`src/cache_macros.svh`:
```
`ifndef CACHE_MACROS_SVH
`define CACHE_MACROS_SVH

// --------------------------------------------------
// Address and data widths
// --------------------------------------------------

`define CACHE_ADDR_W          32  // Byte address
`define CACHE_DATA_W          32  // One word

// --------------------------------------------------
// Cache geometry
// --------------------------------------------------

`define CACHE_NUM_LINES       16  // Direct mapped
`define CACHE_WORDS_PER_LINE  4
`define CACHE_INDEX_W         4   // log2 of line count
`define CACHE_WORD_SEL_W      2   // log2 of words per line
`define CACHE_BYTE_OFF_W      2   // Word aligned accesses only

// Whatever is left of the address after index, word and byte bits
`define CACHE_TAG_W           24

`endif

```
`src/cache_pkg.sv`:
```
package cache_pkg;

  `include "cache_macros.svh"

  // --------------------------------------------------
  // Address decoding
  // --------------------------------------------------

  typedef struct packed {
    logic [`CACHE_TAG_W-1:0]      tag;
    logic [`CACHE_INDEX_W-1:0]    index;
    logic [`CACHE_WORD_SEL_W-1:0] word_sel;
    logic [`CACHE_BYTE_OFF_W-1:0] byte_off;  // Ignored by the cache
  } cache_addr_fields_t;

  // Flat for memory messages, split for lookup
  typedef union packed {
    logic [`CACHE_ADDR_W-1:0] flat;
    cache_addr_fields_t       fields;
  } cache_addr_u;

  // --------------------------------------------------
  // Messages, same format on both ports
  // --------------------------------------------------

  typedef struct packed {
    logic                     op;    // 0 read, 1 write
    logic [`CACHE_ADDR_W-1:0] addr;
    logic [`CACHE_DATA_W-1:0] data;
  } mem_req_t;

  typedef struct packed {
    logic                     op;    // Echoes request type
    logic [`CACHE_DATA_W-1:0] data;  // Undefined for writes
  } mem_resp_t;

  // --------------------------------------------------
  // Control
  // --------------------------------------------------

  typedef enum logic [2:0] {
    STATE_IDLE      = 3'd0,
    STATE_TAG_CHECK = 3'd1,
    STATE_SPILL     = 3'd2,
    STATE_REFILL    = 3'd3,
    STATE_RESP      = 3'd4
  } ctrl_state_e;

  typedef struct packed {
    logic req_en;          // Capture processor request
    logic tag_refill_wen;  // New tag, valid, clean
    logic tag_dirty_wen;   // Mark line dirty on write hit
    logic darray_wen;
    logic wdata_sel;       // 0 processor data, 1 refill data
    logic cnt_clear;
    logic cnt_step;
    logic cnt_word_sel;    // Array word from counter, not request
    logic addr_sel;        // 0 victim address, 1 requested line
  } dpath_ctrl_t;

  typedef struct packed {
    logic hit;
    logic victim_dirty;
    logic last_word;       // Counter sits on the final word
    logic req_type;        // Registered request op
  } dpath_status_t;

endpackage

```
`src/cache_tag_array.sv`:
```
`timescale 1ns/1ps

`include "cache_macros.svh"

module cache_tag_array
  import cache_pkg::*;
(
  input  logic                     clk,
  input  logic                     reset,
  input  logic [`CACHE_INDEX_W-1:0] index,
  input  logic [`CACHE_TAG_W-1:0]   req_tag,
  input  dpath_ctrl_t              dctl,
  output logic                     hit,
  output logic                     victim_dirty,
  output logic [`CACHE_TAG_W-1:0]   victim_tag
);

  logic [`CACHE_TAG_W-1:0]    tags [`CACHE_NUM_LINES];
  logic [`CACHE_NUM_LINES-1:0] valid;
  logic [`CACHE_NUM_LINES-1:0] dirty;

  // --------------------------------------------------
  // Lookup, combinational on registered index
  // --------------------------------------------------

  assign victim_tag   = tags[index];
  assign hit          = valid[index] && (tags[index] == req_tag);
  assign victim_dirty = valid[index] && dirty[index];  // Invalid line never spills

  // --------------------------------------------------
  // State bits
  // --------------------------------------------------

  always_ff @(posedge clk) begin
    if (reset) begin
      valid <= '0;
      dirty <= '0;
    end else if (dctl.tag_refill_wen) begin
      valid[index] <= 1'b1;
      dirty[index] <= 1'b0;  // Fresh line matches memory
    end else if (dctl.tag_dirty_wen) begin
      dirty[index] <= 1'b1;
    end
  end

  // Tag storage
  always_ff @(posedge clk) begin
    if (dctl.tag_refill_wen) begin
      tags[index] <= req_tag;
    end
  end

endmodule

```
`src/cache_dpath.sv`:
```
`timescale 1ns/1ps

`include "cache_macros.svh"

module cache_dpath
  import cache_pkg::*;
(
  input  logic                      clk,
  input  logic                      reset,
  input  mem_req_t                  memreq,
  input  dpath_ctrl_t               dctl,
  input  logic [`CACHE_TAG_W-1:0]    victim_tag,
  input  mem_resp_t                 cache_resp,
  output logic [`CACHE_INDEX_W-1:0]  index,
  output logic [`CACHE_TAG_W-1:0]    req_tag,
  output dpath_status_t             status,
  output mem_req_t                  cache_req,
  output mem_resp_t                 memresp
);

  localparam int ARRAY_WORDS = `CACHE_NUM_LINES * `CACHE_WORDS_PER_LINE;

  logic                                       req_op;
  cache_addr_u                                req_addr;
  logic [`CACHE_DATA_W-1:0]                    req_data;
  logic [`CACHE_WORD_SEL_W-1:0]                word_cnt;
  logic [`CACHE_WORD_SEL_W-1:0]                word_sel;
  logic [`CACHE_INDEX_W+`CACHE_WORD_SEL_W-1:0]  array_addr;
  logic [`CACHE_DATA_W-1:0]                    data_array [ARRAY_WORDS];
  logic [`CACHE_DATA_W-1:0]                    rd_data;
  logic [`CACHE_DATA_W-1:0]                    wr_data;
  cache_addr_u                                mem_addr;

  // --------------------------------------------------
  // Request registers
  // --------------------------------------------------

  always_ff @(posedge clk) begin
    if (dctl.req_en) begin
      req_op        <= memreq.op;
      req_addr.flat <= memreq.addr;
      req_data      <= memreq.data;
    end
  end

  assign index   = req_addr.fields.index;
  assign req_tag = req_addr.fields.tag;

  // --------------------------------------------------
  // Line word counter
  // --------------------------------------------------

  always_ff @(posedge clk) begin
    if (reset) begin
      word_cnt <= '0;
    end else if (dctl.cnt_clear) begin
      word_cnt <= '0;
    end else if (dctl.cnt_step) begin
      word_cnt <= word_cnt + 1'b1;  // Wraps after word 3
    end
  end

  // --------------------------------------------------
  // Data array
  // --------------------------------------------------

  // Counter drives the word during spill and refill
  assign word_sel   = dctl.cnt_word_sel ? word_cnt : req_addr.fields.word_sel;
  assign array_addr = {index, word_sel};
  assign rd_data    = data_array[array_addr];
  assign wr_data    = dctl.wdata_sel ? cache_resp.data : req_data;

  always_ff @(posedge clk) begin
    if (dctl.darray_wen) begin
      data_array[array_addr] <= wr_data;
    end
  end

  // --------------------------------------------------
  // Memory request
  // --------------------------------------------------

  always_comb begin
    mem_addr.fields.tag      = dctl.addr_sel ? req_addr.fields.tag : victim_tag;
    mem_addr.fields.index    = index;
    mem_addr.fields.word_sel = word_cnt;
    mem_addr.fields.byte_off = '0;
    cache_req.op   = ~dctl.addr_sel;  // Spill writes, refill reads
    cache_req.addr = mem_addr.flat;
    cache_req.data = rd_data;         // Don't care on refill reads
  end

  // Processor response, array word of the request
  assign memresp.op   = req_op;
  assign memresp.data = rd_data;

  // --------------------------------------------------
  // Status back to control
  // --------------------------------------------------

  assign status.hit          = 1'b0;  // Tag array reports lookup on its own ports
  assign status.victim_dirty = 1'b0;
  assign status.last_word    = (word_cnt == {`CACHE_WORD_SEL_W{1'b1}});  // Word 3
  assign status.req_type     = req_op;

endmodule

```
`src/cache_ctrl.sv`:
```
`timescale 1ns/1ps

module cache_ctrl
  import cache_pkg::*;
(
  input  logic          clk,
  input  logic          reset,
  input  logic          memreq_val,
  input  logic          memresp_rdy,
  input  logic          cache_req_rdy,
  input  logic          cache_resp_val,
  input  logic          hit,
  input  logic          victim_dirty,
  input  dpath_status_t status,
  output logic          memreq_rdy,
  output logic          memresp_val,
  output logic          cache_req_val,
  output logic          cache_resp_rdy,
  output dpath_ctrl_t   dctl
);

  ctrl_state_e state_q;
  ctrl_state_e state_d;
  logic        pend_q;            // Memory word request outstanding
  logic        req_fire;
  logic        resp_fire;
  logic        spill_req_sent;
  logic        spill_word_done;
  logic        refill_req_sent;
  logic        refill_resp_recv;

  // --------------------------------------------------
  // Memory handshake strobes
  // --------------------------------------------------

  assign req_fire  = cache_req_val && cache_req_rdy;
  assign resp_fire = cache_resp_val && cache_resp_rdy;

  assign spill_req_sent   = (state_q == STATE_SPILL) && req_fire;
  assign spill_word_done  = (state_q == STATE_SPILL) && resp_fire;   // Write acked
  assign refill_req_sent  = (state_q == STATE_REFILL) && req_fire;
  assign refill_resp_recv = (state_q == STATE_REFILL) && resp_fire;  // Data in hand

  // One word in flight at a time
  always_ff @(posedge clk) begin
    if (reset) begin
      pend_q <= 1'b0;
    end else if (spill_req_sent || refill_req_sent) begin
      pend_q <= 1'b1;
    end else if (spill_word_done || refill_resp_recv) begin
      pend_q <= 1'b0;
    end
  end

  // --------------------------------------------------
  // State register and transitions
  // --------------------------------------------------

  always_ff @(posedge clk) begin
    if (reset) begin
      state_q <= STATE_IDLE;
    end else begin
      state_q <= state_d;
    end
  end

  always_comb begin
    state_d = state_q;  // Hold by default
    case (state_q)
      STATE_IDLE: begin
        if (memreq_val) state_d = STATE_TAG_CHECK;
      end
      STATE_TAG_CHECK: begin
        if (hit)               state_d = STATE_RESP;
        else if (victim_dirty) state_d = STATE_SPILL;   // Write back first
        else                   state_d = STATE_REFILL;  // Victim clean or invalid
      end
      STATE_SPILL: begin
        if (spill_word_done && status.last_word) state_d = STATE_REFILL;
      end
      STATE_REFILL: begin
        // Back to lookup, which now hits
        if (refill_resp_recv && status.last_word) state_d = STATE_TAG_CHECK;
      end
      STATE_RESP: begin
        if (memresp_rdy) state_d = STATE_IDLE;
      end
      default: state_d = STATE_IDLE;
    endcase
  end

  // --------------------------------------------------
  // State outputs
  // --------------------------------------------------

  always_comb begin
    memreq_rdy     = 1'b0;
    memresp_val    = 1'b0;
    cache_req_val  = 1'b0;
    cache_resp_rdy = 1'b0;
    dctl           = '0;
    case (state_q)
      STATE_IDLE: begin
        memreq_rdy  = 1'b1;
        dctl.req_en = memreq_val;  // Capture on acceptance
      end
      STATE_TAG_CHECK: begin
        if (hit) begin
          if (status.req_type) begin  // Write hit
            dctl.tag_dirty_wen = 1'b1;
            dctl.darray_wen    = 1'b1;
          end
        end else begin
          dctl.cnt_clear = 1'b1;      // Start of spill or refill
        end
      end
      STATE_SPILL: begin
        cache_req_val     = !pend_q;
        cache_resp_rdy    = pend_q;
        dctl.cnt_word_sel = 1'b1;
        dctl.cnt_step     = spill_word_done;
        dctl.cnt_clear    = spill_word_done && status.last_word;  // Refill restarts at 0
      end
      STATE_REFILL: begin
        cache_req_val       = !pend_q;
        cache_resp_rdy      = pend_q;
        dctl.cnt_word_sel   = 1'b1;
        dctl.addr_sel       = 1'b1;
        dctl.wdata_sel      = 1'b1;
        dctl.darray_wen     = refill_resp_recv;
        dctl.cnt_step       = refill_resp_recv;
        dctl.tag_refill_wen = refill_resp_recv && status.last_word;
      end
      STATE_RESP: begin
        memresp_val = 1'b1;  // Held until processor takes it
      end
      default: begin
      end
    endcase
  end

endmodule

```
`src/cache_top.sv`:
```
`timescale 1ns/1ps

`include "cache_macros.svh"

module cache_top
  import cache_pkg::*;
(
  input  logic      clk,
  input  logic      reset,
  // Processor side
  input  logic      memreq_val,
  input  mem_req_t  memreq,
  output logic      memreq_rdy,
  output logic      memresp_val,
  output mem_resp_t memresp,
  input  logic      memresp_rdy,
  // Memory side
  output logic      cache_req_val,
  output mem_req_t  cache_req,
  input  logic      cache_req_rdy,
  input  logic      cache_resp_val,
  input  mem_resp_t cache_resp,
  output logic      cache_resp_rdy
);

  dpath_ctrl_t               dctl;
  dpath_status_t             status;
  logic                      hit;
  logic                      victim_dirty;
  logic [`CACHE_TAG_W-1:0]   victim_tag;
  logic [`CACHE_TAG_W-1:0]   req_tag;
  logic [`CACHE_INDEX_W-1:0] index;

  // --------------------------------------------------
  // Control, datapath, tags
  // --------------------------------------------------

  cache_ctrl ctrl_i (
    .clk, .reset,
    .memreq_val, .memresp_rdy, .cache_req_rdy, .cache_resp_val,
    .hit, .victim_dirty, .status,
    .memreq_rdy, .memresp_val, .cache_req_val, .cache_resp_rdy,
    .dctl
  );

  cache_dpath dpath_i (
    .clk, .reset, .memreq, .dctl, .victim_tag, .cache_resp,
    .index, .req_tag, .status, .cache_req, .memresp
  );

  cache_tag_array tags_i (
    .clk, .reset, .index, .req_tag, .dctl,
    .hit, .victim_dirty, .victim_tag
  );

endmodule

```
`config.mk`:
```
export PLATFORM = sky130hd
export DESIGN_NAME = cache_top
export DESIGN_NICKNAME = d
export VERILOG_FILES = /design/src/cache_pkg.sv /design/src/cache_tag_array.sv /design/src/cache_dpath.sv /design/src/cache_ctrl.sv /design/src/cache_top.sv
export VERILOG_INCLUDE_DIRS = /design/src
export SDC_FILE = /design/constraint.sdc
export NUM_CORES = 2
export LEC_CHECK = 0
export ABC_AREA = 1
export BUFFER_PORTS_ARGS = -buffer_cell sky130_fd_sc_hd__buf_2
export CORE_ASPECT_RATIO = 1.2
export CORE_MARGIN = 4
export CORE_UTILIZATION = 35
export CTS_CLUSTER_DIAMETER = 60
export DETAILED_ROUTE_END_ITERATION = 8
export SLEW_MARGIN = 10
export SYNTH_ARGS = -nofsm -noshare
export SYNTH_HDL_FRONTEND = slang
export SYNTH_SLANG_ARGS = --single-unit
```
`constraint.sdc`:
```
create_clock -name clk -period 4.6 [get_ports clk]
set_input_delay 0.46 -clock clk [delete_from_list [all_inputs] [get_ports clk]]
set_output_delay 0.46 -clock clk [all_outputs]
set_load 0.05 [all_outputs]
```
# [Word-level counts from Yosys, hierarchy flattened]
# Memories as Yosys holds them, arrays and structs flattened. A register that Yosys moved wholly into a read port is not among the register bits.
# Index checks and enable logic that the tools add are counted.
[word_totals] n_memories=2 ram_bits=2432 reg_bits=103 input_bits=104 word_cells=87 out_inout_bits=102
[op_classes] eq_ne=10 reduce_logical=20 n_lt_le_gt_ge=2 muxes=39 n_addsub=1 bitwise_logic=5
[mem_list] name="dpath_i.data_array" depth=64 word_bits=32 read_ports=1 rd_clocked_by_memory_dff=0 wr=1 line_no="cache_dpath.sv:29" source="logic [`CACHE_DATA_W-1:0] data_array [ARRAY_WORDS];"
[mem_list] name="tags_i.tags" depth=16 word_bits=24 read_ports=1 rd_clocked_by_memory_dff=1 wr=1 line_no="cache_tag_array.sv:18" source="logic [`CACHE_TAG_W-1:0] tags [`CACHE_NUM_LINES];"
[op_table] op="16-bit two-way mux" count=2
[op_table] op="32-bit two-way mux" count=1
[op_table] op="16-bit bitwise OR" count=2
[op_table] op="24-bit equality test" count=1
[op_table] op="24-bit two-way mux" count=1
[op_table] op="1-bit two-way mux" count=19
[op_table] op="16-bit bitwise AND" count=1
[op_table] op="16-bit inverter" count=1
[op_table] op="3-bit two-way mux" count=5
[op_table] op="3-bit one-hot mux with 5 select lines" count=1
[op_table] op="1-bit logical AND" count=11
[op_table] op="1-bit binary-select mux with 4-bit select" count=2
[op_table] op="2-bit != test, second input constant" count=4
[op_table] op="3-bit by 2-bit equality test with 1-bit output, second input constant" count=2
[op_table] op="2-bit two-way mux" count=3
[op_table] op="4-bit by 5-bit < comparator with 1-bit output, second input constant" count=1
[op_table] op="1-bit demux with 4-bit select" count=1
[op_table] op="4-bit by 1-bit >= comparator with 1-bit output, second input constant" count=1
[op_table] op="4-bit two-way mux" count=1
[op_table] op="1-bit one-hot mux with 2 select lines" count=2
[op_table] op="2-bit one-hot mux with 2 select lines" count=1
[op_table] op="4-bit AND reduction" count=1
[op_table] op="2-bit nonzero test" count=2
[op_table] op="2-bit OR reduction" count=2
[op_table] op="8 further kinds" count=9

# [Depth between registers and ports, before layout]
[depth] ltp_word=9 depth_mapped=21 mapped_depth_nobuf=18

# [Modules after synthesis]
# Synthesis repeated with hierarchy kept, for this count alone.
[hier_totals] cells_unflattened=10555 hier_area_um2=109324.9
[by_module_without_submodules] mod="cache_dpath" instances=1 area_each_um2=91330.1 seq_area_each_um2=63430.8 cells_each=8749
[by_module_without_submodules] mod="cache_tag_array" instances=1 area_each_um2=17643.2 seq_area_each_um2=12171.7 cells_each=1753
[by_module_without_submodules] mod="cache_ctrl" instances=1 area_each_um2=351.6 seq_area_each_um2=80.1 cells_each=53

# [Worst setup path before layout]
# Ideal clock, no wire load.
[synth_timing] path_kind="register to register" from="reg ctrl_i.state_q[2]" to="mem dpath_i.data_array[15][0] (netlist bit), enable pin" t_arrival_ps=3580 stages_incl_launch_ff=12 setup_slack_ps=599 setup_ps=421 n_path_buf=0 t_required_ps=4179 synth_period_minus_slack_ps=4001 path_cell_list="dfxtp_1 > nor2_1 > nand2_1 > nand2_2 > inv_2 > nor2_1 > nand2_1 > nor2_1 > inv_1 > nand2_8 > nand2_4 > nor2_1"
[synth_via] elab_chain_cells=8 word_cells_on_any_way=12 classes_between="eq/ne: 3; mux: 6; reduce/logical: 3"
[synth_rtl] item="start, declared" line_no="cache_ctrl.sv:22" source="ctrl_state_e state_q;"
[synth_rtl] item="start signal, assigned" line_no="cache_ctrl.sv:63" source="state_q <= state_d;"
[synth_rtl] item="3-bit by 2-bit equality test with 1-bit output" line_no="cache_ctrl.sv:102" source="case (state_q)"
[synth_rtl] item="2-bit OR reduction (no line) *"
[synth_rtl] item="1-bit two-way mux *" line_no="cache_ctrl.sv:102"
[synth_rtl] item="via cache_resp_rdy" line_no="cache_top.sv:23" source="output logic cache_resp_rdy"
[synth_rtl] item="1-bit logical AND *" line_no="cache_ctrl.sv:37" source="assign resp_fire = cache_resp_val && cache_resp_rdy;"
[synth_rtl] item="1-bit logical AND *" line_no="cache_ctrl.sv:42" source="assign refill_resp_recv = (state_q == STATE_REFILL) && resp_fire;"
[synth_rtl] item="1-bit one-hot mux with 2 select lines *" line_no="cache_ctrl.sv:102"
[synth_rtl] item="1-bit two-way mux *" line_no="cache_dpath.sv:74" source="if (dctl.darray_wen) begin"
[synth_rtl] item="1-bit two-way mux (not written as such) *" line_no="cache_dpath.sv:75" source="data_array[array_addr] <= wr_data;"
[synth_rtl] item="end, declared" line_no="cache_dpath.sv:29"
# The timed path passes the listed nets; every way through them passes the cells marked *.

==> impl_results.md <==
- Status: completed
- Cell taking the most area after synthesis: edfxtp_1
- Sw Ratio: 35.9%
- FFs w/ async S/R, synth: 0%
- Die height: 582 um
- Clock share of power: 29.4%
- Worst IR Drop VDD: 0.956 mV
- Row count: 210
- Yosys reg bits: 2537
- Critical Path Source Type: register
- Grt ovf: 0
- Max-cap violations: 0
- Avg Inst Size Synth: 14.5 sq um
- Leakage: 38.7 nW
- DR vias/cell: 5.50
- Post-DP HPWL: 172000 um
- Clock Path Buffers: 4
- Core area: 273000 sq um
- Top cells by count, synth: 2495 x edfxtp_1, 1534 x nand2_1, 632 x a22oi_1
- CTS root buf: clkbuf_16
- Hold slack: 0.153 ns
- Post-synthesis sequential area ratio: 78.9%
- Pwr Density: 619 nW/um^2
- Final setup vio count: 0
- CP Data Arrival Time: 4.01 ns
- Layout cell share with drive strength beyond 1: 15.6%
- Die ar.: 283000 sq um
- I/O Buffers: 200
- CP Max Fanout: 18
- GR Util All Layers: 20.2%
- Min Tclk post-route: 4.47 ns
- Slowest stage delay, CP: 0.51 ns
- Starting Density: 35.2%
- CTS clk-pin slew, worst paths: 0.06 ns
- FMAX: 224 MHz
- Most frequent cell after synthesis: edfxtp_1
- Combinational Power Share: 31.0%
- Slowest stage cell, crit path: o21ai_0
- Share of the synthesized area in the top cell type: 78.0%
- Fill cells: 24282
- Internal power: 45.4 mW
- Clock Skews: 0.0724 ns
- CTS tree: built
- Number of buffers created by CTS: 271
- EDFF count, synth: 2495
- CP endpoint kind: output pin
- Synthesis-to-layout area growth: 19.0%
- Period Utilization, post-route: 97.3%
- Drt drc: 0
- Nets: 7289
- Mapped Area: 96000 sq um
- WL final: 300000 um
- Wire per inst: 27.3 um
- CP Cell Sequence: nor2_4, nand2_1, nand2_4, o21ai_4, nor3_4, clkbuf_16, buf_12, a22oi_1, nand4_1, o21ai_0, nand2_1, nor2_2, nand2_4, buf_12
- Clk sinks: 2537
- Antenna violations before repair: 14
- H-tree levels: 5
- Setup CP Type: register to output pin
- Leading post-synthesis cells by cell area: edfxtp_1 78%, nand2_1 6.0%, a22oi_1 4.9%
- Detail Route Antenna Nets: 0
- Worst skew pair latency: 0.87 ns
- Hold Crit Class: input port to register
- Pin count of the biggest net entering global routing: 86
- Vias: 60454
- First-pass GRT wire length: 417000 um
- Netlist cell types: 39
- Worst-Margin Slew: 1.21 ns
- RD Place Congestion: 0.815
- Final hold vios: 0
- TritonRoute pass-1 iters: 6
- Die width: 486 um
- IO Pins: 206
- Max Slew Vio Count: 0
- Top FF cell, synth: edfxtp_1
- Synth Instances: 6645
- TNS Setup: 0 ns
- Synthesis Warnings: 0
- Vias in the first global route: 58164
- P_sw: 25.4 mW
- Slew margin rel.: 19.2%
- Drt initial violations: 7440
- Sequential share of power: 39.6%
- CP required: 4.14 ns
metrics by stage:
step | worst slack (ns) | instance area (sq um) | total power [mW] | utilization (%) | cells
6_report | 0.126 | 114000 | 70.7 | 41.9 | 10984
3_3_place_gp | 0.363 | 104000 | 49.1 | 38.3 | 10419
4_1_cts | -0.0695 | 114000 | 70.5 | 41.7 | 10956
5_1_grt | -0.0124 | 114000 | 73.4 | 41.9 | 10983
2_1_floorplan | 0.599 | 96000 | 41.1 | - | 6646
3_5_place_dp | 0.355 | 104000 | 49.4 | 38.3 | 10419
cell families after synthesis:
| family | Yosys count | share of synthesized area (%) |
|---|---|---|
| fa+ha+maj | 1 | 0.0130 |
| buf+inv | 618 | 2.74 |
| flops | 2537 | 78.9 |
| simple gates | 2461 | 10.8 |
| other cells | 1 | 0.00391 |
| compound gates | 1027 | 7.57 |
power groups by stage:
stage,sequential (mW),clock (mW),combinational [mW]
2_1_floorplan,28.4,0,12.7
3_3_place_gp,28.4,0,20.7
3_5_place_dp,28.5,0,20.9
4_1_cts,28.0,21.1,21.5
5_1_grt,28.0,22.1,23.3
6_report,28.0,20.8,22.0
final timing paths:
kind / cells after the start / startpoint / end / slack [ns]
hold reg to reg: 2 / register / register / 0.44
hold / removal: 4 / memresp_rdy / ctrl_i.state_q[2]$_SDFFE_PP0P_ / 0.15
setup / recovery: 14 / ctrl_i.state_q[0]$_SDFFE_PP0P_ / cache_req[2] / 0.13
setup reg to reg: 19 / dpath_i.req_addr[4]$_DFFE_PP_ / dpath_i.data_array[59][6]$_DFFE_PP_ / 0.29
critical path, delay by kind of cell, from the launching register on:
kind | cells | cell delay, ns
buffers and inverters | 3 | 0.63
and+or+nand+nor | 8 | 1.07
DFF | 1 | 0.40
AOI/OAI and AO/OA | 3 | 1.06
sequential cells by signal (all words and copies together), names as in the netlist, named ones only:
signal / count
dpath_i.data_array: 2048
dpath_i.word_cnt: 2
tags_i.valid: 16
ctrl_i.state_q: 3
tags_i.tags: 384
ctrl_i.pend_q: 1
dpath_i.req_addr: 30
dpath_i.req_op: 1
dpath_i.req_data: 32
cell type report:
cell class	count	area [sq um]	area share (%)
Sequential cell	2537	75800	66.3
Timing Repair inverter	8	75.1	0.0657
Clock inverter	136	1100	0.959
Inverter	233	1030	0.902
Antenna cell	3	7.51	0.00657
Timing Repair Buffer	642	5940	5.20
Clock buffer	330	7240	6.33
Tap cell	3604	4510	3.95
Multi-Input combinational cell	3491	18600	16.3
cells in the final DEF, fill, tap and decap left out, types with 47 or more instances in the layout:
master         Yosys  routed
a21oi_1           48      48
a221oi_1          93      86
a22oi_1          632     632
buf_12             0      97
buf_2             90     167
buf_4             42     288
clkbuf_1         201      47
clkbuf_16          0     283
clkinv_1          12      62
dlygate4sd3_1      0      65
edfxtp_1        2495    2495
inv_1            216     212
nand2_1         1534    1478
nand2_2            2      53
nand3_1          264     256
nand4_1          217     217
nor2_1           380     291
nor2_4             0      75
o21ai_0          150     137
what timing repair did:
item	CTS	global route
pin swaps	5	13
endpoints found under the hold margin	82	0
resized for setup	89	59
buffers inserted	3	17
gates cloned	3	8
hold buffers	65	0
endpoints found under the setup margin	64	64
per-layer routing:
layer  vias to the layer above  part of all wire [%]  track usage, %
met3                       566                   9.7            3.82
met2                      3191                    48            33.8
met1                     30735                    38            26.5
met4                         6                   3.5            6.42
met5                         -                 0.014               0
li1                      25956                     -               -
No activity file was read; power rests on OpenSTA's default activity.
